$ cat config.mk
export PLATFORM = sky130hd
export DESIGN_NAME = pool_apb_regs
export DESIGN_NICKNAME = d
export VERILOG_FILES = /design/src/pool_cfg_pkg.sv /design/src/pool_apb_regs.sv
export VERILOG_INCLUDE_DIRS = /design/src
export SDC_FILE = /design/constraint.sdc
export NUM_CORES = 1
export LEC_CHECK = 0
export BUFFER_PORTS_ARGS = -buffer_cell sky130_fd_sc_hd__buf_2
export CAP_MARGIN = 25
export CORE_AREA = 3 3 78 98
export DETAILED_ROUTE_END_ITERATION = 7
export DIE_AREA = 0 0 81 101
export GPL_TIMING_DRIVEN = 1
export PLACE_DENSITY = 0.8
export SYNTH_ARGS = -nofsm -noshare
export SYNTH_HDL_FRONTEND = slang
export SYNTH_SLANG_ARGS = --single-unit
$ cat constraint.sdc
create_clock -name i_clk -period 2 [get_ports i_clk]
set_input_delay 0.2 -clock i_clk [delete_from_list [all_inputs] [get_ports i_clk]]
set_output_delay 0.2 -clock i_clk [all_outputs]
set_load 0.1 [all_outputs]
$ cat src/pool_defs.svh
// pooling block parameters
`ifndef POOL_DEFS_SVH
`define POOL_DEFS_SVH

// element width in bits
`define POOL_DATA_W 16

// buffer word address width
`define POOL_ADDR_W 10

// buffer memory depth in words
`define POOL_MEM_DEPTH 1024

// width, height and channel fields
`define POOL_DIM_W 8

`endif

$ cat src/pool_cfg_pkg.sv
// pooling run configuration
`include "pool_defs.svh"

package pool_cfg_pkg;

    typedef enum logic {
        MODE_UNSIGNED = 1'b0,
        MODE_SIGNED   = 1'b1
    } pool_mode_e;

    typedef struct packed {
        logic [`POOL_DIM_W-1:0]  width;
        logic [`POOL_DIM_W-1:0]  height;
        logic [`POOL_DIM_W-1:0]  channels;
        logic [`POOL_ADDR_W-1:0] src_base;
        logic [`POOL_ADDR_W-1:0] dst_base;
        pool_mode_e              mode;
    } pool_cfg_t;

    // apb byte offsets
    localparam logic [15:0] REG_CTRL     = 16'h0000;
    localparam logic [15:0] REG_STATUS   = 16'h0004;
    localparam logic [15:0] REG_DIMS     = 16'h0008;  // height in [15:8], width in [7:0]
    localparam logic [15:0] REG_CHANNELS = 16'h000C;
    localparam logic [15:0] REG_SRC_BASE = 16'h0010;
    localparam logic [15:0] REG_DST_BASE = 16'h0014;
    localparam logic [15:0] MEM_WIN_BASE = 16'h1000;  // one word per 4 bytes

endpackage

$ cat src/pool_apb_regs.sv
// pooling APB registers
`timescale 1ns/1ps
`include "pool_defs.svh"

module pool_apb_regs (
    input  logic                      i_clk,
    input  logic                      i_rst,
    input  logic                      i_psel,
    input  logic                      i_penable,
    input  logic                      i_pwrite,
    input  logic [15:0]               i_paddr,
    input  logic [31:0]               i_pwdata,
    output logic [31:0]               o_prdata,
    output logic                      o_pready,
    output logic                      o_pslverr,
    output logic                      o_irq,
    output pool_cfg_pkg::pool_cfg_t   o_cfg,
    output logic                      o_start,
    output logic                      o_busy,
    input  logic                      i_done,
    output logic                      o_host_en,
    output logic                      o_host_we,
    output logic [`POOL_ADDR_W-1:0]   o_host_addr,
    output logic [`POOL_DATA_W-1:0]   o_host_wdata,
    input  logic [`POOL_DATA_W-1:0]   i_host_rdata
);
    import pool_cfg_pkg::*;

    pool_cfg_t   cfg_q;
    logic        irq_en;
    logic        busy;
    logic        done;
    logic        error;
    logic        win_hit;
    logic        access;
    logic        wr_acc;
    logic        start_ok;
    logic        mapped;
    logic [31:0] reg_rdata;

    assign win_hit = (i_paddr[15:12] == MEM_WIN_BASE[15:12]);
    assign access  = i_psel && i_penable;
    assign wr_acc  = access && i_pwrite && !win_hit;

    // even, nonzero dimensions and an idle engine
    assign start_ok = !busy && (cfg_q.width != '0) && !cfg_q.width[0]
                      && (cfg_q.height != '0) && !cfg_q.height[0]
                      && (cfg_q.channels != '0);
    assign o_start = wr_acc && (i_paddr == REG_CTRL) && i_pwdata[0] && start_ok;

    // window reads go out in setup so data is back for the access phase
    assign o_host_en    = i_psel && win_hit && !busy && (i_pwrite ? i_penable : !i_penable);
    assign o_host_we    = i_pwrite;
    assign o_host_addr  = i_paddr[`POOL_ADDR_W+1:2];
    assign o_host_wdata = i_pwdata[`POOL_DATA_W-1:0];

    always_comb begin
        mapped    = 1'b1;
        reg_rdata = '0;
        case (i_paddr)
            REG_CTRL:     reg_rdata = {29'b0, cfg_q.mode, irq_en, 1'b0};
            REG_STATUS:   reg_rdata = {29'b0, error, done, busy};
            REG_DIMS:     reg_rdata = {16'b0, cfg_q.height, cfg_q.width};
            REG_CHANNELS: reg_rdata = 32'(cfg_q.channels);
            REG_SRC_BASE: reg_rdata = 32'(cfg_q.src_base);
            REG_DST_BASE: reg_rdata = 32'(cfg_q.dst_base);
            default:      mapped = 1'b0;
        endcase
    end

    assign o_prdata  = win_hit ? 32'(i_host_rdata) : reg_rdata;
    assign o_pready  = 1'b1;
    assign o_pslverr = access && (win_hit ? busy : !mapped);

    always_ff @(posedge i_clk or posedge i_rst) begin
        if (i_rst) begin
            cfg_q  <= '0;
            irq_en <= 1'b0;
            busy   <= 1'b0;
            done   <= 1'b0;
            error  <= 1'b0;
        end else begin
            if (i_done) begin
                busy <= 1'b0;
                done <= 1'b1;
            end
            if (wr_acc) begin
                case (i_paddr)
                    REG_CTRL: begin
                        irq_en <= i_pwdata[1];
                        if (!busy)
                            cfg_q.mode <= pool_mode_e'(i_pwdata[2]);
                        if (i_pwdata[0] && start_ok) begin
                            busy  <= 1'b1;
                            done  <= 1'b0;
                            error <= 1'b0;
                        end else if (i_pwdata[0]) begin
                            error <= 1'b1;  // refused start
                        end
                    end
                    REG_STATUS: begin
                        if (i_pwdata[1])
                            done <= 1'b0;
                        if (i_pwdata[2])
                            error <= 1'b0;
                    end
                    REG_DIMS: begin
                        if (!busy) begin
                            cfg_q.width  <= i_pwdata[7:0];
                            cfg_q.height <= i_pwdata[15:8];
                        end
                    end
                    REG_CHANNELS: if (!busy) cfg_q.channels <= i_pwdata[`POOL_DIM_W-1:0];
                    REG_SRC_BASE: if (!busy) cfg_q.src_base <= i_pwdata[`POOL_ADDR_W-1:0];
                    REG_DST_BASE: if (!busy) cfg_q.dst_base <= i_pwdata[`POOL_ADDR_W-1:0];
                    default: ;
                endcase
            end
        end
    end

    assign o_cfg  = cfg_q;
    assign o_busy = busy;
    assign o_irq  = done && irq_en;

    // done only arrives while a run is in progress
    assert property (@(posedge i_clk) disable iff (i_rst) i_done |-> busy);

endmodule

==> impl_metrics.py <==
metrics = {
    "floorplan": {
        "die_h_um": 101,
        "initial_core_util": 0.420,
        "io_pins": 180,
        "coreArea_sq_um": 6890,
        "core.rowCount": 34,
        "dieArea_sq_um": 8180,
        "dieWidth_um": 81,
    },
    "yosys": {
        "postSynthAreaPerCell_sq_um": 10.6,
        "synth_top_area_cell": "dfrtp_1",
        "yosysMostFrequentCell": "dfrtp_1",
        "yosysTopAreaCellShare": 0.424,
        "ys_async_sr_fraction": 1.00,
        "netlist_top_cells_area": "dfrtp_1 (42%), mux2_2 (19%), buf_4 (12%)",
        "synth_commonest_cells": "dfrtp_1 (49), mux2_2 (48), buf_4 (45)",
        "synth_edf_count": 0,
        "seq_area_frac_synth": 0.424,
        "synth-seq-cells": 49,
        "syn_inst": 274,
        "synth_area_sq_um": 2890,
        "ys_warn_count": 0,
        "synthFlopType": "dfrtp_1",
        "synth_cell_type_count": 38,
    },
    "grt": {
        "overflow": 0,
        "grt_usage": 0.210,
        "grt_pass1_wl_um": 13100,
        "grt_max_degree": 27,
        "grt_pass1_vias": 2531,
        "antenna_found_initial": 0,
    },
    "sta": {
        "slew_violations": 0,
        "min_period_ns": 1.97,
        "clock_skew_ns": 0.00438,
        "max_freq_ghz": 0.507,
        "timing.hold.ws_ns": 0.117,
        "hold_violations": 0,
        "setup-tns-final_ns": 0,
        "worst_pin_slew_ns": 0.515,
        "min_period_over_period": 0.987,
        "setup_viol": 0,
        "slew_headroom": 0.656,
        "rsz0062_at_grt": "yes",
    },
    "final_layout": {
        "drive_gt1_frac": 0.704,
        "syn2layout_area_growth_pct": 52.2,
        "nets": 492,
        "nFillCells": 564,
        "num_antenna_cells": 0,
        "multiInputGateArea_sq_um": 1600,
        "seqCellArea_sq_um": 1260,
        "final_util": 0.639,
    },
    "detailed_routing": {
        "route.detailed.drc": 0,
        "drt_iter0_drc": 90,
        "wl_per_cell_um": 17.1,
        "num_vias": 2599,
        "vias_per_cell": 5.07,
        "wl_um": 8800,
        "final_antenna_net_count": 0,
        "firstDrtPassIters": 4,
    },
    "worst_setup_path": {
        "cp_max_fo": 4,
        "cp-end-kind": "output port",
        "critPathKind": "input pin to output port",
        "ff2ff_setup_slack_ns": 0.30,
        "worstPathArrival_ns": 1.77,
        "crit_path_start_kind": "input pin",
        "worstPathRequired_ns": 1.80,
    },
    "clocking": {
        "cts_tree": "built",
        "ctsRootBufferMaster": "clkbuf_8",
        "path_clk_slew_ns": 0.09,
        "cts.sinks": 49,
        "h-tree-depth": 2,
        "numCtsBuffers": 5,
        "clk_path_buf_depth": 2,
        "clk-insertion-delay-late_ns": 0.29,
    },
    "power_and_ir_drop": {
        "p_leak_uw": 0.00229,
        "p_total_uw": 2180,
        "power_density_nw_per_um2": 495,
        "irDropWorstVdd_mv": 0.487,
    },
    "placement": {
        "place_congestion": 0.826,
        "dp_hpwl_um": 7080,
        "port_buffers": 146,
    },
    "outcome": {
        "status": "finished, final reports clean",
    },
    "min_path": {
        "hold_path.class": "input pin to flop",
    },
    "run": {
        "max_cap_violations": 0,
    },
}
## layout make-up
cell class,instances,share of cell area
clock inverters,3,0.00398
flip-flops and latches,49,0.286
clock buffers,5,0.0156
well taps,90,0.0256
inverters,3,0.00256
repair buffers,178,0.303
multi-input cells,185,0.363
## layer usage
layer	global-route usage	vias up	wire (um)
li1	-	1238	-
met1	0.254	1248	3360
met3	0.0322	8	538
met5	0	-	0
met2	0.381	105	4770
met4	0.0546	0	127
## registers in the layout (all words and copies together) (netlist names)
name / count
irq_en: 1
o_busy: 1
error: 1
done: 1
o_cfg: 45
## final timing paths
path / from / end / cells past startpoint
setup / recovery: i_paddr[1] / o_prdata[1] / 8
hold / removal: i_done / o_busy / 2
setup reg to reg: o_cfg[37] / done / 5
hold reg to reg: error / error / 1
max in group asynchronous: i_rst / o_cfg[24] / 4
min in group asynchronous: i_rst / o_cfg[15] / 3
## placed cells by master (no fill, tap or decap), types with 2 or more instances in the layout
master    synthesis  layout
nor4_1           10       6
nor4_2            2       2
and3_2            1       2
nor4_4            1       5
a22oi_1          17      13
nor2_1            8       7
nand2_1          24      23
and3_1            3       2
a22o_2            0       4
nand3_2           0       4
buf_6             0       4
a21oi_1           3       2
buf_4            45      24
nand2b_1          2       2
mux2_2           48      47
inv_1             3       2
dfrtp_1          49      25
a22oi_2           0       4
nand3_4           0       6
buf_12            0      23
buf_2             2     125
a22o_4            0       2
nand4_1           3       3
and2_1            2       2
clkbuf_8          0       5
nor2b_1           2       2
nand2_2           4       5
nor3_1            7       7
clkinv_2          0       2
dfrtp_2           0      23
conb_1            2      17
mux2i_1           2       2
## through the flow
step	instance area [sq um]	std cells	worst slack, ns
6_report	4400	513	0.0268
3_5_place_dp	4170	499	-0.0334
4_1_cts	4290	508	0.00405
5_1_grt	4400	513	-0.0481
3_3_place_gp	4170	499	-0.0135
2_1_floorplan	3170	289	-0.0197
## power by group
group	switching [uW]	internal [uW]
Sequential	0.0858	989
Combinational	521	125
Clock	305	242
Total	826	1360
## critical path, stage by stage
cell	delay, ns
buf_2	0.12
or3_4	0.43
nor4_4	0.26
buf_4	0.18
buf_6	0.13
a22oi_2	0.10
a21oi_4	0.17
buf_12	0.19
## repair_timing
action	CTS	global route
setup buffers	0	4
pin swaps	0	7
hold endpoints to repair	23	0
gates resized for setup	2	19
endpoints found under the setup margin	4	10
hold buffers	1	0
cloned	0	1
## logic make-up (layout without fill, tap and decap cells)
logic type / after synthesis / in the layout / share of synthesized area
other: 2 / 17 / 0.00260
muxes: 50 / 50 / 0.194
buffers and inverters: 55 / 189 / 0.131
AOI/OAI and AO/OA: 33 / 33 / 0.0860
and+or+nand+nor: 84 / 84 / 0.160
xor gates and xnor gates: 1 / 1 / 0.00303
DFF: 49 / 49 / 0.424
Power figures use the tool's default switching activity.
