===== src/pool_defs.svh =====
// pooling block parameters
`ifndef POOL_DEFS_SVH
`define POOL_DEFS_SVH

// element width in bits
`define POOL_DATA_W 16

// buffer word address width
`define POOL_ADDR_W 10

// buffer memory depth in words
`define POOL_MEM_DEPTH 1024

// width, height and channel fields
`define POOL_DIM_W 8

`endif


===== src/pool_cfg_pkg.sv =====
// pooling run configuration
`include "pool_defs.svh"

package pool_cfg_pkg;

    typedef enum logic {
        MODE_UNSIGNED = 1'b0,
        MODE_SIGNED   = 1'b1
    } pool_mode_e;

    typedef struct packed {
        logic [`POOL_DIM_W-1:0]  width;
        logic [`POOL_DIM_W-1:0]  height;
        logic [`POOL_DIM_W-1:0]  channels;
        logic [`POOL_ADDR_W-1:0] src_base;
        logic [`POOL_ADDR_W-1:0] dst_base;
        pool_mode_e              mode;
    } pool_cfg_t;

    // apb byte offsets
    localparam logic [15:0] REG_CTRL     = 16'h0000;
    localparam logic [15:0] REG_STATUS   = 16'h0004;
    localparam logic [15:0] REG_DIMS     = 16'h0008;  // height in [15:8], width in [7:0]
    localparam logic [15:0] REG_CHANNELS = 16'h000C;
    localparam logic [15:0] REG_SRC_BASE = 16'h0010;
    localparam logic [15:0] REG_DST_BASE = 16'h0014;
    localparam logic [15:0] MEM_WIN_BASE = 16'h1000;  // one word per 4 bytes

endpackage


===== src/pool_data_pkg.sv =====
// pooling pipeline payloads
`include "pool_defs.svh"

package pool_data_pkg;

    typedef logic [`POOL_DATA_W-1:0] pool_elem_t;

    // rides along with each engine read
    typedef struct packed {
        logic [1:0]              slot;      // position in the 2x2 window
        logic                    last;      // final window of the run
        logic [`POOL_ADDR_W-1:0] dst_addr;
    } pool_rd_tag_t;

    // one window maximum headed for the result area
    typedef struct packed {
        logic [`POOL_ADDR_W-1:0] addr;
        pool_elem_t              value;
        logic                    last;
    } pool_result_t;

endpackage


===== src/pool_stage_if.sv =====
// valid/ready stage handshake
`timescale 1ns/1ps

interface pool_stage_if #(
    parameter type payload_t = logic
) ();

    logic     valid;
    logic     ready;
    payload_t payload;  // steady while valid and not ready

    modport source (
        output valid,
        output payload,
        input  ready
    );

    modport sink (
        input  valid,
        input  payload,
        output ready
    );

endinterface


===== src/pool_addr_gen.sv =====
// window read address generator
`timescale 1ns/1ps
`include "pool_defs.svh"

module pool_addr_gen (
    input  logic                    i_clk,
    input  logic                    i_rst,
    input  logic                    i_start,
    input  pool_cfg_pkg::pool_cfg_t i_cfg,
    output logic                    o_rd_en,
    output logic [`POOL_ADDR_W-1:0] o_rd_addr,
    pool_stage_if.source            rd_if
);
    import pool_cfg_pkg::*;
    import pool_data_pkg::*;

    localparam int ADDR_W = `POOL_ADDR_W;
    localparam int DIM_W  = `POOL_DIM_W;

    logic              active;
    logic [1:0]        slot;
    logic [DIM_W-1:0]  col;
    logic [DIM_W-1:0]  row;
    logic [DIM_W-1:0]  ch;
    logic [ADDR_W:0]   win_addr;  // top-left element, spare bit catches overrun
    logic [ADDR_W-1:0] dst_addr;
    logic [ADDR_W:0]   win_step;
    logic [ADDR_W:0]   rd_full;
    logic              issue;
    logic              last_col;
    logic              last_row;
    logic              last_ch;
    logic              final_rd;
    logic              tag_valid;
    pool_rd_tag_t      tag_q;

    assign issue    = active && rd_if.ready;
    assign last_col = (col == (i_cfg.width >> 1) - DIM_W'(1));
    assign last_row = (row == (i_cfg.height >> 1) - DIM_W'(1));
    assign last_ch  = (ch == i_cfg.channels - DIM_W'(1));
    assign final_rd = (slot == 2'd3) && last_col && last_row && last_ch;

    // past the row end the next window sits one map row further down
    assign win_step = last_col ? (ADDR_W+1)'(i_cfg.width) + (ADDR_W+1)'(2)
                               : (ADDR_W+1)'(2);

    // raster order inside the window
    assign rd_full = win_addr + (slot[1] ? (ADDR_W+1)'(i_cfg.width) : '0)
                     + (ADDR_W+1)'(slot[0]);

    always_ff @(posedge i_clk or posedge i_rst) begin
        if (i_rst) begin
            active    <= 1'b0;
            slot      <= '0;
            col       <= '0;
            row       <= '0;
            ch        <= '0;
            tag_valid <= 1'b0;
        end else begin
            tag_valid <= issue;
            if (i_start) begin
                active <= 1'b1;
                slot   <= '0;
                col    <= '0;
                row    <= '0;
                ch     <= '0;
            end else if (issue) begin
                slot <= slot + 2'd1;
                if (slot == 2'd3) begin
                    col <= last_col ? '0 : col + DIM_W'(1);
                    if (last_col)
                        row <= last_row ? '0 : row + DIM_W'(1);
                    if (last_col && last_row)
                        ch <= ch + DIM_W'(1);
                end
                if (final_rd)
                    active <= 1'b0;
            end
        end
    end

    always_ff @(posedge i_clk) begin
        if (i_start) begin
            win_addr <= {1'b0, i_cfg.src_base};
            dst_addr <= i_cfg.dst_base;
        end else if (issue && slot == 2'd3) begin
            win_addr <= win_addr + win_step;
            dst_addr <= dst_addr + ADDR_W'(1);
        end
        if (issue) begin
            tag_q.slot     <= slot;
            tag_q.last     <= final_rd;
            tag_q.dst_addr <= dst_addr;
        end
    end

    assign o_rd_en       = issue;
    assign o_rd_addr     = rd_full[ADDR_W-1:0];
    assign rd_if.valid   = tag_valid;  // lines up with memory read data
    assign rd_if.payload = tag_q;

    assert property (@(posedge i_clk) disable iff (i_rst)
        o_rd_en |-> rd_full < `POOL_MEM_DEPTH);

endmodule


===== src/flat_wrapper.sv =====
// flat-port wrapper written by rule: the top's interface ports become plain ports
module pool_addr_gen_flat import pool_cfg_pkg::*; import pool_data_pkg::*;
  (i_clk, i_rst, i_start, i_cfg, o_rd_en, o_rd_addr, rd_if_valid, rd_if_payload, rd_if_ready);
  pool_stage_if rd_if_i ();
  input  logic i_clk;
  input  logic i_rst;
  input  logic i_start;
  input  pool_cfg_pkg::pool_cfg_t i_cfg;
  output logic o_rd_en;
  output logic [`POOL_ADDR_W-1:0] o_rd_addr;
  output wire logic [$bits(rd_if_i.valid)-1:0] rd_if_valid;
  output wire logic [$bits(rd_if_i.payload)-1:0] rd_if_payload;
  input wire logic [$bits(rd_if_i.ready)-1:0] rd_if_ready;
  assign rd_if_valid = rd_if_i.valid;
  assign rd_if_payload = rd_if_i.payload;
  assign rd_if_i.ready = rd_if_ready;
  pool_addr_gen u_core (.i_clk(i_clk), .i_rst(i_rst), .i_start(i_start), .i_cfg(i_cfg), .o_rd_en(o_rd_en), .o_rd_addr(o_rd_addr), .rd_if(rd_if_i));
endmodule

===== config.mk =====
export PLATFORM = sky130hd
export DESIGN_NAME = pool_addr_gen_flat
export DESIGN_NICKNAME = d
export VERILOG_FILES = /design/src/pool_cfg_pkg.sv /design/src/pool_data_pkg.sv /design/src/pool_stage_if.sv /design/src/pool_addr_gen.sv /design/src/flat_wrapper.sv
export VERILOG_INCLUDE_DIRS = /design/src
export SDC_FILE = /design/constraint.sdc
export NUM_CORES = 1
export LEC_CHECK = 0
export BUFFER_PORTS_ARGS = -buffer_cell sky130_fd_sc_hd__buf_2
export CORE_MARGIN = 2
export CORE_UTILIZATION = 57
export DETAILED_ROUTE_END_ITERATION = 10
export PLACE_DENSITY = 0.81
export SYNTH_ARGS = -nofsm -noshare
export SYNTH_HDL_FRONTEND = slang
export SYNTH_SLANG_ARGS = --single-unit

===== constraint.sdc =====
create_clock -name i_clk -period 5 [get_ports i_clk]
set_clock_uncertainty 0.05 [all_clocks]
set_input_delay 1 -clock i_clk [delete_from_list [all_inputs] [get_ports i_clk]]
set_output_delay 1 -clock i_clk [all_outputs]
set_load 0.01 [all_outputs]

==> results.sh <==
export IMPL_setup_viol=0
export IMPL_post_route_min_period_ns=4.54
export IMPL_syn2layout_area_growth_pct=10.9
export IMPL_insertion_delay_ns=0.30
export IMPL_die_h_um=82.7
export IMPL_num_rows=28
export IMPL_core_um2=5960
export IMPL_start_util_pct=59.3
export IMPL_hp_class="register to register"
export IMPL_synth_warnings=0
export IMPL_hold_viol=0
export IMPL_seq_area_um2=1060
export IMPL_seq_area_frac_synth_pct=30.0
export IMPL_grt_overflow=0
export IMPL_clk_pin_slew_ns=0.08
export IMPL_power_density_nw_per_um2=194
export IMPL_crit_family="compound AO/OA/AOI/OAI gates"
export IMPL_syn_area_per_cell_um2=8.47
export IMPL_ff2ff_setup_slack_ns=1.10
export IMPL_cp_buffers_inverters=3
export IMPL_pin_count=62
export IMPL_synth_top_family_by_area="simple AND/OR/NAND/NOR gates"
export IMPL_cts_inserted_buffers=5
export IMPL_leakage_uw=0.00177
export IMPL_cp_slowest_cell="a2111oi_4"
export IMPL_max_freq_mhz=220
export IMPL_vias_per_cell=5.78
export IMPL_post_route_period_util_pct=90.8
export IMPL_cts_sinks=40
export IMPL_cp_start_kind="input pin"
export IMPL_dieArea_um2=6850
export IMPL_vias=3098
export IMPL_routedWlPerCell_um=14.4
export IMPL_grt_pass1_vias=2972
export IMPL_maxSlewViolCount=0
export IMPL_async_reset_ff_share_pct=70.0
export IMPL_ctsResizeCount=0
export IMPL_synth_nets=493
export IMPL_dp_slack_ns=0.189
export IMPL_nets=536
export IMPL_worstMarginPinSlew_ns=1.09
export IMPL_synthMuxAreaShare_pct=2.44
export IMPL_layout_drive_gt1_share_pct=16.3
export IMPL_layout_commonest_cell="buf_2"
export IMPL_fin_setup_tns_ns=0
export IMPL_cts_root_buf="clkbuf_8"
export IMPL_grt_util_all_layers_pct=24.8
export IMPL_multi_input_area_um2=2310
export IMPL_clk_path_buf_depth=2
export IMPL_cts_tree="yes"
export IMPL_synth_simple_area_share_pct=24.0
export IMPL_synth_xor_area_share_pct=11.4
export IMPL_ctsHoldBuffers=0
export IMPL_ys_ff_latch=40
export IMPL_synthFlopType="dfrtp_1"
export IMPL_cp_slowest_stage_delay_ns=0.50
export IMPL_cp_cell_sequence="buf_2 > inv_1 > ha_1 > o21ba_2 > a221oi_1 > a21oi_1 > a2111oi_4 > and2_1 > ha_1 > inv_1 > fa_1 > nor2b_1 > o21ai_0 > a21oi_1 > o21ai_0 > a211oi_1 > o21a_1 > o31ai_1"
export IMPL_portBuffers=50
export IMPL_globalplace_congestion=0.853
export IMPL_final_cell_mix="buf_2, nor2_1, nand2_1"
export IMPL_synth_compound_area_share_pct=17.4
export IMPL_route_detailed_drc=0
export IMPL_synth_distinct_cells=57
export IMPL_postCtsSetupRepairBufs=0
export IMPL_fillers=528
export IMPL_h_tree_depth=2
export IMPL_wl_mm=7.70
export IMPL_endpoint_kind="register"
export IMPL_critPathRequiredTime_ns=4.97
export IMPL_finalWorstSetupSlack_ns=0.461
export IMPL_grt_pass1_wl_mm=13.2
export IMPL_maxCapViolCount=0
export IMPL_grt_max_degree=53
export IMPL_diodes=0
export IMPL_synth_fa_ha_area_share_pct=10.2
export IMPL_criticalPathCategory="input pin to register"
export IMPL_dr_pass1_iters=4
export IMPL_drt_iter0_markers=144
export IMPL_syn_area_um2=3530
export IMPL_ant_nets=0
export IMPL_synth_cells=417
export IMPL_dpl_hpwl_mm=5.89
export IMPL_arrival_ns=4.51
export IMPL_rsz0062_at_grt="no"
export IMPL_relSlewSlack_pct=27.4
export IMPL_synth_edf_count=12
export IMPL_antenna_found_initial=0
export IMPL_crit_fanout=7
export IMPL_vdd_ir_drop_max_v=0.000115
export IMPL_status="complete, no violations"
export IMPL_chipWidth_um=82.7
-- cell usage after synthesis, types with 4 or more instances --
cell,count,area (um^2)
nand3_1,14,70.1
and2_1,9,56.3
nor2b_1,7,43.8
and3_1,15,93.8
nand2_1,31,116
xnor2_1,28,245
nor2_1,41,154
edfxtp_1,12,360
clkbuf_1,11,41.3
xor2_1,18,158
nand4_1,7,43.8
ha_1,24,300
o21bai_1,4,30.0
mux2_2,4,45.0
buf_2,4,20.0
nand3b_1,7,52.6
dfrtp_1,28,701
nor3_1,8,40.0
o21ai_0,30,150
a21o_1,8,60.1
inv_1,25,93.8
a21oi_1,29,145
nand2b_1,4,25.0
-- registers in the layout, indices dropped and copies added, names as in the netlist --
signal                flops
u_core.ch                 8
u_core.rd_if.valid        1
u_core.win_addr          10
u_core.active             1
u_core.row                8
u_core.col                8
u_core.slot               2
u_core.rd_if.payload      1
u_core.dst_addr           1
-- where the power goes --
group | leakage (uW) | total [uW] | switching (uW) | internal [uW]
Sequential | 0.000501 | 359 | 8.99 | 350
Clock | 0.0000479 | 224 | 126 | 97.5
Combinational | 0.00122 | 177 | 101 | 76.3
-- final timing paths --
| kind | from | to | cells after the start |
|---|---|---|---|
| hold / removal | u_core.dst_addr[0] | u_core.rd_if.payload | 0 |
| min in group asynchronous | i_rst | u_core.ch[6] | 2 |
| setup reg to reg | u_core.col[3] | u_core.win_addr[8] | 15 |
| max in group asynchronous | i_rst | u_core.col[1] | 2 |
| setup / recovery | i_cfg[39] | u_core.win_addr[8] | 18 |
| hold reg to reg | u_core.dst_addr[0] | u_core.rd_if.payload | 0 |
-- cell families after synthesis --
group           count (synthesis)
simple gates                  159
compound gates                 95
xor+xnor                       46
buf+inv                        42
flops                          40
fa+ha+maj                      27
mux                             8
-- metal layers --
layer | GRT usage [%] | share of wire (%) | routed length, um
met4 | 7.38 | 0.95 | 73
met1 | 32.9 | 46 | 3570
met3 | 3.91 | 4.6 | 356
met5 | 0 | 0 | 0
met2 | 41.9 | 48 | 3700
-- stage by stage --
stage          instance area (um^2)  instances  hold slack [ns]  total power [uW]  util (%)
2_1_floorplan                  3530        417            0.371               482         -
3_3_place_gp                   3830        528            0.388               536      64.3
3_5_place_dp                   3830        528            0.397               542      64.3
4_1_cts                        3920        536            0.419               767      65.8
5_1_grt                        3920        536            0.443               800      65.8
6_report                       3920        536            0.417               760      65.8
-- cell type report --
class                   count  share of cell area (%)
multi-input cells         335                    58.9
flip-flops and latches     40                    27.1
repair buffers             53                    6.96
inverters                  25                    2.39
well taps                  75                    2.39
clock buffers               5                    1.76
clock inverters             3                   0.479
-- worst register-to-register path, delay by kind of cell (launching register included) --
family                   cells  cell delay [ns]
adder cells (fa/ha/maj)      2             0.56
flip-flops                   1             0.47
AND/OR/NAND/NOR              4             0.87
buffers and inverters        1             0.06
AO/OA/AOI/OAI                8             1.62
Note: power is estimated with default switching activity, not from simulation.
